===== config.mk =====
export PLATFORM = sky130hd
export DESIGN_NAME = dma_inf_top
export DESIGN_NICKNAME = d
export VERILOG_FILES = /design/src/source/dma_pkg.sv /design/src/source/dma_stream_if.sv /design/src/source/page_boundary_splitter.sv /design/src/source/stream_fifo.sv /design/src/source/descriptor_loader.sv /design/src/source/dma_stats.sv /design/src/source/dma_inf_top.sv
export VERILOG_INCLUDE_DIRS = /design/src /design/src/source
export SDC_FILE = /design/constraint.sdc
export NUM_CORES = 2
export LEC_CHECK = 0
export BUFFER_PORTS_ARGS = -buffer_cell sky130_fd_sc_hd__buf_2
export CAP_MARGIN = 20
export CORE_MARGIN = 1
export CORE_UTILIZATION = 33
export DETAILED_ROUTE_END_ITERATION = 10
export PLACE_DENSITY_LB_ADDON = 0.25
export SETUP_SLACK_MARGIN = 0.1
export SYNTH_ARGS = -nofsm -noshare
export SYNTH_HDL_FRONTEND = slang
export SYNTH_SLANG_ARGS = --single-unit

===== constraint.sdc =====
create_clock -name pcie_clk -period 8.81 [get_ports pcie_clk]
set_input_delay 2.643 -clock pcie_clk [delete_from_list [all_inputs] [get_ports pcie_clk]]
set_output_delay 2.643 -clock pcie_clk [all_outputs]
set_load 0.05 [all_outputs]

===== src/source/dma_macros.svh =====
`ifndef DMA_MACROS_SVH
`define DMA_MACROS_SVH

//////////////////////////////////////////////////
// widths of the card-to-host channel
//////////////////////////////////////////////////
`define DMA_ADDR_W         48  // host byte address
`define DMA_LEN_W          32  // transfer length in bytes
`define DMA_DATA_W         64  // stream beat width
`define DMA_KEEP_W         8   // one enable per data byte

`define DMA_PAGE_SHIFT     12  // 4 KiB host pages

`define DMA_CMD_DEPTH      4   // split commands in flight to the engine
`define DMA_DATA_DEPTH     16  // write beats buffered ahead of c2h

`define DMA_STATUS_ADDR_W  3   // eight status words
`define DMA_STATUS_DATA_W  32  // status word and counter width

// version word, first status register
`define DMA_FPGA_VERSION   32'h0001_0300

`endif


===== src/source/dma_pkg.sv =====
`include "dma_macros.svh"

package dma_pkg;

  // one write request as seen by the descriptor bypass
  typedef struct packed {
    logic [`DMA_ADDR_W-1:0] addr;  // byte address in host memory
    logic [`DMA_LEN_W-1:0]  len;   // bytes, at most one page
  } dma_cmd_t;

  typedef struct packed {
    logic [`DMA_DATA_W-1:0] data;
    logic [`DMA_KEEP_W-1:0] keep;  // byte enables
    logic                   last;  // closes the packet
  } dma_beat_t;

  // status register map
  typedef enum logic [`DMA_STATUS_ADDR_W-1:0] {
    STAT_VERSION        = 3'd0,
    STAT_CMD_COUNT      = 3'd1,  // user commands taken
    STAT_CROSSING_COUNT = 3'd2,  // commands that were split
    STAT_LOAD_COUNT     = 3'd3,  // descriptors handed to engine
    STAT_WORD_COUNT     = 3'd4,  // beats sent on c2h
    STAT_PKT_COUNT      = 3'd5,  // beats with last
    STAT_LENGTH_SUM     = 3'd6,  // low 32 bits of byte total
    STAT_FLUSHED        = 3'd7   // every descriptor has its packet
  } dma_status_idx_e;

endpackage


===== src/source/dma_stream_if.sv =====
`timescale 1ns/1ps

// valid/ready stream, payload held until the transfer cycle
interface dma_stream_if #(
  parameter type payload_t = logic
) ();

  logic     valid;    // source has an item
  logic     ready;    // sink takes it this cycle
  payload_t payload;

  modport source (
    output valid,
    output payload,
    input  ready
  );

  modport sink (
    input  valid,
    input  payload,
    output ready
  );

  // counters and checkers only look
  modport monitor (
    input valid,
    input ready,
    input payload
  );

endinterface


===== src/source/page_boundary_splitter.sv =====
`timescale 1ns/1ps
`include "dma_macros.svh"

module page_boundary_splitter
  import dma_pkg::*;
(
  input  logic         pcie_clk,
  input  logic         pcie_aresetn,
  dma_stream_if.sink   cmd_in,
  dma_stream_if.source cmd_out,
  output logic         crossing
);

  localparam logic [`DMA_LEN_W-1:0] page_bytes = 1 << `DMA_PAGE_SHIFT;

  dma_cmd_t              in_cmd;      // command at the input
  dma_cmd_t              first_cmd;   // up to the page end
  dma_cmd_t              second_cmd;  // from the next page start
  dma_cmd_t              out_cmd;     // output register
  dma_cmd_t              rest_cmd;    // second half waiting
  logic [`DMA_LEN_W-1:0] page_off;
  logic [`DMA_LEN_W:0]   end_off;     // one extra bit for the carry
  logic                  crosses;
  logic                  in_fire;
  logic                  out_fire;
  logic                  out_valid;
  logic                  pending;     // second half not yet sent
  logic                  armed;       // low through reset
  logic                  can_load;    // output register free this cycle

  //////////////////////////////////////////////////
  // split arithmetic
  //////////////////////////////////////////////////
  always_comb begin
    in_cmd          = cmd_in.payload;
    page_off        = {{(`DMA_LEN_W-`DMA_PAGE_SHIFT){1'b0}},
                       in_cmd.addr[`DMA_PAGE_SHIFT-1:0]};
    end_off         = {1'b0, page_off} + {1'b0, in_cmd.len};
    crosses         = end_off > {1'b0, page_bytes};  // exactly to page end is fine
    first_cmd.addr  = in_cmd.addr;
    first_cmd.len   = page_bytes - page_off;
    second_cmd.addr = {in_cmd.addr[`DMA_ADDR_W-1:`DMA_PAGE_SHIFT] + 1'b1,
                       {`DMA_PAGE_SHIFT{1'b0}}};
    second_cmd.len  = in_cmd.len - first_cmd.len;   // remainder
  end

  assign can_load     = !out_valid || cmd_out.ready;
  assign cmd_in.ready = armed && !pending && can_load;  // hold off during second half
  assign in_fire      = cmd_in.valid && cmd_in.ready;
  assign out_fire     = out_valid && cmd_out.ready;
  assign crossing     = in_fire && crosses;            // one pulse per split

  assign cmd_out.valid   = out_valid;
  assign cmd_out.payload = out_cmd;

  //////////////////////////////////////////////////
  // control
  //////////////////////////////////////////////////
  always_ff @(posedge pcie_clk) begin
    if (!pcie_aresetn) begin
      armed     <= 1'b0;
      out_valid <= 1'b0;
      pending   <= 1'b0;
    end else begin
      armed <= 1'b1;
      if (in_fire) begin
        out_valid <= 1'b1;
        pending   <= crosses;
      end else if (pending && can_load) begin
        out_valid <= 1'b1;  // second half goes out back to back
        pending   <= 1'b0;
      end else if (out_fire) begin
        out_valid <= 1'b0;
      end
    end
  end

  always_ff @(posedge pcie_clk) begin
    if (in_fire) begin
      out_cmd  <= crosses ? first_cmd : in_cmd;
      rest_cmd <= second_cmd;
    end else if (pending && can_load) begin
      out_cmd <= rest_cmd;
    end
  end

  // the user side must never send an empty or multi-page request
  assert property (@(posedge pcie_clk) disable iff (!pcie_aresetn)
    in_fire |-> in_cmd.len != '0)
    else $error("splitter: zero length command");

  assert property (@(posedge pcie_clk) disable iff (!pcie_aresetn)
    in_fire |-> in_cmd.len <= page_bytes)
    else $error("splitter: command longer than one page");

endmodule


===== src/source/stream_fifo.sv =====
`timescale 1ns/1ps

module stream_fifo #(
  parameter type payload_t = logic,
  parameter int  DEPTH     = 4
) (
  input  logic         pcie_clk,
  input  logic         pcie_aresetn,
  dma_stream_if.sink   wr,
  dma_stream_if.source rd
);

  localparam int ptr_w = (DEPTH > 1) ? $clog2(DEPTH) : 1;
  localparam int cnt_w = $clog2(DEPTH + 1);
  localparam logic [cnt_w-1:0] full_count = cnt_w'(DEPTH);

  payload_t         mem [DEPTH];  // payload storage
  logic [ptr_w-1:0] wr_ptr;
  logic [ptr_w-1:0] rd_ptr;
  logic [cnt_w-1:0] count;        // items held
  logic             wr_fire;
  logic             rd_fire;

  // wrap without needing a power of two depth
  function automatic logic [ptr_w-1:0] next_ptr(input logic [ptr_w-1:0] ptr);
    next_ptr = (ptr == ptr_w'(DEPTH - 1)) ? '0 : ptr + 1'b1;
  endfunction

  assign wr.ready   = count != full_count;  // drops when full
  assign rd.valid   = count != '0;
  assign rd.payload = mem[rd_ptr];          // head of queue
  assign wr_fire    = wr.valid && wr.ready;
  assign rd_fire    = rd.valid && rd.ready;

  always_ff @(posedge pcie_clk) begin
    if (wr_fire) begin
      mem[wr_ptr] <= wr.payload;
    end
  end

  always_ff @(posedge pcie_clk) begin
    if (!pcie_aresetn) begin
      wr_ptr <= '0;
      rd_ptr <= '0;
      count  <= '0;
    end else begin
      if (wr_fire) begin
        wr_ptr <= next_ptr(wr_ptr);
      end
      if (rd_fire) begin
        rd_ptr <= next_ptr(rd_ptr);
      end
      case ({wr_fire, rd_fire})
        2'b10:   count <= count + 1'b1;
        2'b01:   count <= count - 1'b1;
        default: count <= count;  // both or neither
      endcase
    end
  end

  // a full queue never moves its write pointer
  assert property (@(posedge pcie_clk) disable iff (!pcie_aresetn)
    (count == full_count) |=> $stable(wr_ptr))
    else $error("fifo: write accepted while full");

  assert property (@(posedge pcie_clk) disable iff (!pcie_aresetn)
    count <= full_count)
    else $error("fifo: count above depth");

  // head stays put while the consumer stalls
  assert property (@(posedge pcie_clk) disable iff (!pcie_aresetn)
    (rd.valid && !rd.ready) |=> (rd.valid && $stable(rd.payload)))
    else $error("fifo: output changed before transfer");

endmodule


===== src/source/descriptor_loader.sv =====
`timescale 1ns/1ps
`include "dma_macros.svh"

module descriptor_loader
  import dma_pkg::*;
(
  input  logic                   pcie_clk,
  input  logic                   pcie_aresetn,
  dma_stream_if.sink             cmd,
  input  logic                   dsc_byp_ready,
  output logic                   dsc_byp_load,
  output logic [`DMA_ADDR_W-1:0] dsc_byp_addr,
  output logic [`DMA_LEN_W-1:0]  dsc_byp_len
);

  dma_cmd_t cmd_word;
  logic     cmd_fire;

  assign cmd.ready = dsc_byp_ready;  // engine back-pressure stalls the queue
  assign cmd_fire  = cmd.valid && cmd.ready;
  assign cmd_word  = cmd.payload;

  //////////////////////////////////////////////////
  // bypass load, one cycle after acceptance
  //////////////////////////////////////////////////
  always_ff @(posedge pcie_clk) begin
    if (!pcie_aresetn) begin
      dsc_byp_load <= 1'b0;
    end else begin
      dsc_byp_load <= cmd_fire;  // single pulse per descriptor
    end
  end

  always_ff @(posedge pcie_clk) begin
    if (cmd_fire) begin
      dsc_byp_addr <= cmd_word.addr;
      dsc_byp_len  <= cmd_word.len;
    end
  end

  // back-to-back loads only from back-to-back acceptances
  assert property (@(posedge pcie_clk) disable iff (!pcie_aresetn)
    (dsc_byp_load && $past(dsc_byp_load)) |-> ($past(cmd_fire) && $past(cmd_fire, 2)))
    else $error("loader: load held high without a new descriptor");

endmodule


===== src/source/dma_stats.sv =====
`timescale 1ns/1ps
`include "dma_macros.svh"

module dma_stats
  import dma_pkg::*;
(
  input  logic                          pcie_clk,
  input  logic                          pcie_aresetn,
  dma_stream_if.monitor                 user_cmd,
  input  logic                          crossing,
  input  logic                          dsc_byp_load,
  input  logic                          beat_valid,
  input  logic                          beat_ready,
  input  logic                          beat_last,
  input  logic [`DMA_STATUS_ADDR_W-1:0] status_addr,
  output logic [`DMA_STATUS_DATA_W-1:0] status_data
);

  localparam int cnt_w = `DMA_STATUS_DATA_W;

  dma_cmd_t         seen_cmd;
  logic             user_fire;
  logic             beat_fire;
  logic [cnt_w-1:0] cmd_count;
  logic [cnt_w-1:0] len_sum;      // wraps, low bits only
  logic [cnt_w-1:0] cross_count;
  logic [cnt_w-1:0] load_count;
  logic [cnt_w-1:0] word_count;
  logic [cnt_w-1:0] pkt_count;
  logic [cnt_w-1:0] status_word;

  assign seen_cmd  = user_cmd.payload;
  assign user_fire = user_cmd.valid && user_cmd.ready;
  assign beat_fire = beat_valid && beat_ready;  // beat leaves data queue

  //////////////////////////////////////////////////
  // counters
  //////////////////////////////////////////////////
  always_ff @(posedge pcie_clk) begin
    if (!pcie_aresetn) begin
      cmd_count   <= '0;
      len_sum     <= '0;
      cross_count <= '0;
      load_count  <= '0;
      word_count  <= '0;
      pkt_count   <= '0;
    end else begin
      if (user_fire) begin
        cmd_count <= cmd_count + 1'b1;
        len_sum   <= len_sum + cnt_w'(seen_cmd.len);  // before any split
      end
      if (crossing) begin
        cross_count <= cross_count + 1'b1;
      end
      if (dsc_byp_load) begin
        load_count <= load_count + 1'b1;
      end
      if (beat_fire) begin
        word_count <= word_count + 1'b1;
        if (beat_last) begin
          pkt_count <= pkt_count + 1'b1;
        end
      end
    end
  end

  always_comb begin
    status_word = '0;
    case (dma_status_idx_e'(status_addr))
      STAT_VERSION:        status_word = `DMA_FPGA_VERSION;
      STAT_CMD_COUNT:      status_word = cmd_count;
      STAT_CROSSING_COUNT: status_word = cross_count;
      STAT_LOAD_COUNT:     status_word = load_count;
      STAT_WORD_COUNT:     status_word = word_count;
      STAT_PKT_COUNT:      status_word = pkt_count;
      STAT_LENGTH_SUM:     status_word = len_sum;
      STAT_FLUSHED:        status_word = cnt_w'(load_count == pkt_count);
      default:             status_word = '0;
    endcase
  end

  always_ff @(posedge pcie_clk) begin
    if (!pcie_aresetn) begin
      status_data <= '0;
    end else begin
      status_data <= status_word;  // read data one cycle after address
    end
  end

  // every descriptor traces back to a user command or its split half
  assert property (@(posedge pcie_clk) disable iff (!pcie_aresetn)
    load_count <= cmd_count + cross_count)
    else $error("stats: more loads than commands and splits");

endmodule


===== src/source/dma_inf_top.sv =====
`timescale 1ns/1ps
`include "dma_macros.svh"

module dma_inf_top
  import dma_pkg::*;
(
  input  logic                          pcie_clk,
  input  logic                          pcie_aresetn,
  // user write commands
  input  logic                          cmd_valid,
  output logic                          cmd_ready,
  input  logic [`DMA_ADDR_W-1:0]        cmd_addr,
  input  logic [`DMA_LEN_W-1:0]         cmd_len,
  // user write data
  input  logic                          wr_valid,
  output logic                          wr_ready,
  input  logic [`DMA_DATA_W-1:0]        wr_data,
  input  logic [`DMA_KEEP_W-1:0]        wr_keep,
  input  logic                          wr_last,
  // engine c2h stream
  output logic                          c2h_valid,
  input  logic                          c2h_ready,
  output logic [`DMA_DATA_W-1:0]        c2h_data,
  output logic [`DMA_KEEP_W-1:0]        c2h_keep,
  output logic                          c2h_last,
  // engine descriptor bypass
  input  logic                          dsc_byp_ready,
  output logic                          dsc_byp_load,
  output logic [`DMA_ADDR_W-1:0]        dsc_byp_addr,
  output logic [`DMA_LEN_W-1:0]         dsc_byp_len,
  // status port
  input  logic [`DMA_STATUS_ADDR_W-1:0] status_addr,
  output logic [`DMA_STATUS_DATA_W-1:0] status_data
);

  dma_stream_if #(.payload_t(dma_cmd_t))  user_cmd ();
  dma_stream_if #(.payload_t(dma_cmd_t))  split_cmd ();
  dma_stream_if #(.payload_t(dma_cmd_t))  queued_cmd ();
  dma_stream_if #(.payload_t(dma_beat_t)) wr_beat ();
  dma_stream_if #(.payload_t(dma_beat_t)) c2h_beat ();

  logic crossing;  // split pulse to stats

  //////////////////////////////////////////////////
  // ports into streams
  //////////////////////////////////////////////////
  assign user_cmd.valid   = cmd_valid;
  assign user_cmd.payload = '{addr: cmd_addr, len: cmd_len};
  assign cmd_ready        = user_cmd.ready;

  assign wr_beat.valid   = wr_valid;
  assign wr_beat.payload = '{data: wr_data, keep: wr_keep, last: wr_last};
  assign wr_ready        = wr_beat.ready;

  assign c2h_valid      = c2h_beat.valid;
  assign c2h_beat.ready = c2h_ready;
  assign c2h_data       = c2h_beat.payload.data;
  assign c2h_keep       = c2h_beat.payload.keep;
  assign c2h_last       = c2h_beat.payload.last;

  //////////////////////////////////////////////////
  // command path
  //////////////////////////////////////////////////
  page_boundary_splitter splitter_i (
    .pcie_clk     (pcie_clk),
    .pcie_aresetn (pcie_aresetn),
    .cmd_in       (user_cmd),
    .cmd_out      (split_cmd),
    .crossing     (crossing)
  );

  stream_fifo #(.payload_t(dma_cmd_t), .DEPTH(`DMA_CMD_DEPTH)) cmd_fifo_i (
    .pcie_clk     (pcie_clk),
    .pcie_aresetn (pcie_aresetn),
    .wr           (split_cmd),
    .rd           (queued_cmd)
  );

  descriptor_loader loader_i (
    .pcie_clk      (pcie_clk),
    .pcie_aresetn  (pcie_aresetn),
    .cmd           (queued_cmd),
    .dsc_byp_ready (dsc_byp_ready),
    .dsc_byp_load  (dsc_byp_load),
    .dsc_byp_addr  (dsc_byp_addr),
    .dsc_byp_len   (dsc_byp_len)
  );

  // data path, beats straight through to c2h
  stream_fifo #(.payload_t(dma_beat_t), .DEPTH(`DMA_DATA_DEPTH)) data_fifo_i (
    .pcie_clk     (pcie_clk),
    .pcie_aresetn (pcie_aresetn),
    .wr           (wr_beat),
    .rd           (c2h_beat)
  );

  dma_stats stats_i (
    .pcie_clk     (pcie_clk),
    .pcie_aresetn (pcie_aresetn),
    .user_cmd     (user_cmd),
    .crossing     (crossing),
    .dsc_byp_load (dsc_byp_load),
    .beat_valid   (c2h_valid),   // counted as it leaves the queue
    .beat_ready   (c2h_ready),
    .beat_last    (c2h_last),
    .status_addr  (status_addr),
    .status_data  (status_data)
  );

endmodule


==> flow_summary.json <==
{
  "drtPass1Iterations": 10,
  "die-height_um": 492,
  "fp.dieArea_sq_um": 242000,
  "power.density_nw_per_um2": 261,
  "ys_ff_latch": 1968,
  "finalCritPeriodShare": 0.756,
  "seq_power_share": 0.453,
  "rsz0062_at_grt": "false",
  "synth_area_leaders": "edfxtp_1, mux4_2, dfxtp_1",
  "crit_type": "flop to primary output",
  "peakVddDrop_uv": 175,
  "grt_pass1_wl_um": 300000,
  "reg2reg_depth": 10,
  "cts_tree": "done",
  "final_cells": 8263,
  "hold_path.class": "flop to flop",
  "endpoint_kind": "primary output",
  "maxSlewViolCount": 0,
  "ios": 351,
  "synth_ff_type": "edfxtp_1",
  "synth.largest_area_cell": "edfxtp_1",
  "cp-endpoint": "c2h_data[48]",
  "final_hold_viol_count": 0,
  "clockBufferDepth": 3,
  "avgSynthCellArea_sq_um": 17.5,
  "postCtsHoldBufs": 0,
  "grt_max_degree": 144,
  "max_cap_viol_count": 0,
  "clkPwrFrac": 0.357,
  "p_total_uw": 23900,
  "netlist.area_leader.share": 0.652,
  "syn_nets": 4758,
  "pwr-share-comb": 0.189,
  "antenna_found_initial": 42,
  "h-tree-depth": 4,
  "final_area_sq_um": 91600,
  "ys_async_sr_fraction": 0,
  "drive_gt1_frac": 0.237,
  "cts_made_buffers": 208,
  "portBuffers": 350,
  "p_int_uw": 17200,
  "drt-initial-drc-count": 3496,
  "grt_usage": 0.169,
  "postPlaceCellArea_sq_um": 84900,
  "viasPerCell": 5.16,
  "postCtsSetupBuffers": 0,
  "cts_root_buf": "clkbuf_16",
  "num_vias": 42700,
  "outcome": "finished with violations",
  "gp_congestion": 0.821,
  "core-area_sq_um": 238000,
  "yosysUniqueCellTypes": 77,
  "ant_nets": 0,
  "cp.arrival_ns": 4.02,
  "grt_overflow": 0,
  "yosys_warnings": 0,
  "setup_viol": 0,
  "cts_resized": 0,
  "p_sw_uw": 6740,
  "wl_per_cell_um": 24.8,
  "maxSlewHeadroom": 0.291,
  "p_leak_uw": 0.0292,
  "area_growth_pct": 15.8,
  "cp_max_fo": 36,
  "r2r-end": "stats_i.pkt_count[30]$_SDFFE_PN0P_",
  "dpl.cell_count": 7867,
  "initial_core_util": 0.332,
  "fmax_mhz": 150,
  "violations": "design-rule violations",
  "fin_tns_setup_ns": 0,
  "swShare": 0.282,
  "clock_skew_ns": 0.0953,
  "start_kind": "flop",
  "final_core_util": 0.385,
  "synth_seq_area_share": 0.715,
  "place.detailed.hpwl_um": 117000,
  "worst_pin_slew_ns": 1.06,
  "synth_enable_flop_cells": 1716,
  "die_x_um": 492,
  "synth_cells": 4513,
  "wl_um": 205000,
  "min_period_ns": 6.66,
  "r2r_slack_ns": 4.32,
  "synthesis.area_sq_um": 79100,
  "final_nets": 5155,
  "clk_pin_slew_worst_paths_ns": 0.06,
  "clk_latency_ns": 0.87,
  "grt_pass1_vias": 43000,
  "clkSinkCount": 1968,
  "crit_required_ns": 6.17,
  "drc_errors": 66,
  "row_count": 179
}
==> worst max-delay path, cell delays in order, from the launching register on <==
cell	delay (ns)
dfxtp_4	0.88
buf_4	0.54
buf_4	0.43
mux4_2	0.55
mux4_2	0.52
buf_2	0.24
==> cells in the mapped netlist, types with 78 or more instances <==
master,instances
edfxtp_1,1716
xor2_1,126
clkbuf_1,155
ha_1,78
mux4_2,444
nor2_1,232
a21oi_1,122
a22oi_1,89
xnor2_1,126
nand3_1,90
o21ai_0,78
nand2_1,306
dfxtp_1,252
==> cell families (layout without fill, tap and decap cells) <==
kind of cell	after synthesis	count (layout)	share of synthesized area
simple gates	960	960	0.0583
flops	1968	1968	0.715
other cells	0	12	0
buf+inv	298	869	0.0150
compound gates	492	492	0.0413
mux	460	460	0.128
xor+xnor	252	252	0.0279
fa+ha+maj	83	83	0.0136
==> layout make-up <==
class / instances / area [sq um]
flip-flops and latches: 1968 / 56600
well taps: 3167 / 3960
inverters: 73 / 287
fillers: 21900 / 146000
clock inverters: 116 / 1140
repair buffers: 412 / 2520
clock buffers: 268 / 5540
diodes: 12 / 30.0
multi-input cells: 2247 / 21500
==> cells in the final DEF, fill, tap and decap left out, types with 22 or more instances in the layout <==
| master | count |
|---|---|
| edfxtp_1 | 1716 |
| mux4_2 | 444 |
| buf_2 | 350 |
| nand2_1 | 305 |
| dfxtp_1 | 246 |
| nor2_1 | 218 |
| clkbuf_16 | 209 |
| xor2_1 | 126 |
| xnor2_1 | 126 |
| a21oi_1 | 122 |
| nand3_1 | 90 |
| a22oi_1 | 89 |
| ha_1 | 78 |
| o21ai_0 | 77 |
| inv_1 | 70 |
| or3_1 | 55 |
| nand4_1 | 53 |
| clkbuf_1 | 50 |
| clkinv_1 | 43 |
| a31oi_1 | 42 |
| and3_1 | 39 |
| buf_4 | 38 |
| nor3_1 | 36 |
| clkinv_2 | 34 |
| and2_1 | 25 |
| nor2b_1 | 25 |
| buf_12 | 23 |
| a21o_1 | 22 |
| a211oi_1 | 22 |
==> registers in the layout, indices dropped and copies added, names as in the netlist, 2 cells and up, named ones only <==
register and count:
data_fifo_i.rd_ptr 4, stats_i.len_sum 32, data_fifo_i.count 5, stats_i.load_count 32, cmd_fifo_i.wr_ptr 2, stats_i.word_count 32
cmd_fifo_i.rd_ptr 2, cmd_fifo_i.mem 320, splitter_i.cmd_out.payload 80, loader_i.dsc_byp_len 32, stats_i.cross_count 32, stats_i.pkt_count 32
cmd_fifo_i.count 3, data_fifo_i.mem 1168, stats_i.status_data 32, stats_i.cmd_count 32, loader_i.dsc_byp_addr 48, splitter_i.rest_cmd 68
data_fifo_i.wr_ptr 4
==> per-stage QoR <==
| stage | hold slack (ns) | worst slack (ns) |
|---|---|---|
| after floorplan | 0.446 | 0.102 |
| after global placement | 0.465 | 1.56 |
| after detailed placement | 0.471 | 1.61 |
| after CTS | 0.452 | 1.89 |
| after global routing | 0.501 | 1.78 |
| final | 0.464 | 2.15 |
==> power by group through the flow <==
stage	logic, uW	clock network (uW)	registers [uW]
floorplan	3140	0	11200
CTS	4650	8790	10900
detailed placement	4640	0	11100
global route	4840	9130	10900
global placement	4640	0	11000
finish	4520	8540	10800
==> routing by layer <==
| layer | vias up | GRT usage | routed length [um] | share of wire |
|---|---|---|---|---|
| li1 | 18800 | - | - | - |
| met5 | - | 0 | 152 | 0.00074 |
| met2 | 1083 | 0.262 | 94600 | 0.46 |
| met1 | 22500 | 0.245 | 95300 | 0.46 |
| met4 | 26 | 0.0394 | 4350 | 0.021 |
| met3 | 294 | 0.0305 | 10700 | 0.052 |
==> worst min path at each step <==
stage	start	end	slack, ns	depth (start not counted)
finish	splitter_i.rest_cmd[53]$_DFFE_PP_	splitter_i.cmd_out.payload[53]$_DFFE_PP_	0.46	2
global route	splitter_i.cmd_out.payload[25]$_DFFE_PP_	cmd_fifo_i.mem[1][25]$_DFFE_PP_	0.50	0
CTS	splitter_i.cmd_out.payload[54]$_DFFE_PP_	cmd_fifo_i.mem[3][54]$_DFFE_PP_	0.45	0
detailed placement	splitter_i.pending$_SDFFE_PN0P_	splitter_i.pending$_SDFFE_PN0P_	0.47	2
global placement	splitter_i.pending$_SDFFE_PN0P_	splitter_i.pending$_SDFFE_PN0P_	0.47	2
floorplan	stats_i.len_sum[31]$_SDFFE_PN0P_	stats_i.len_sum[31]$_SDFFE_PN0P_	0.45	2
No activity file was read; power rests on OpenSTA's default activity.
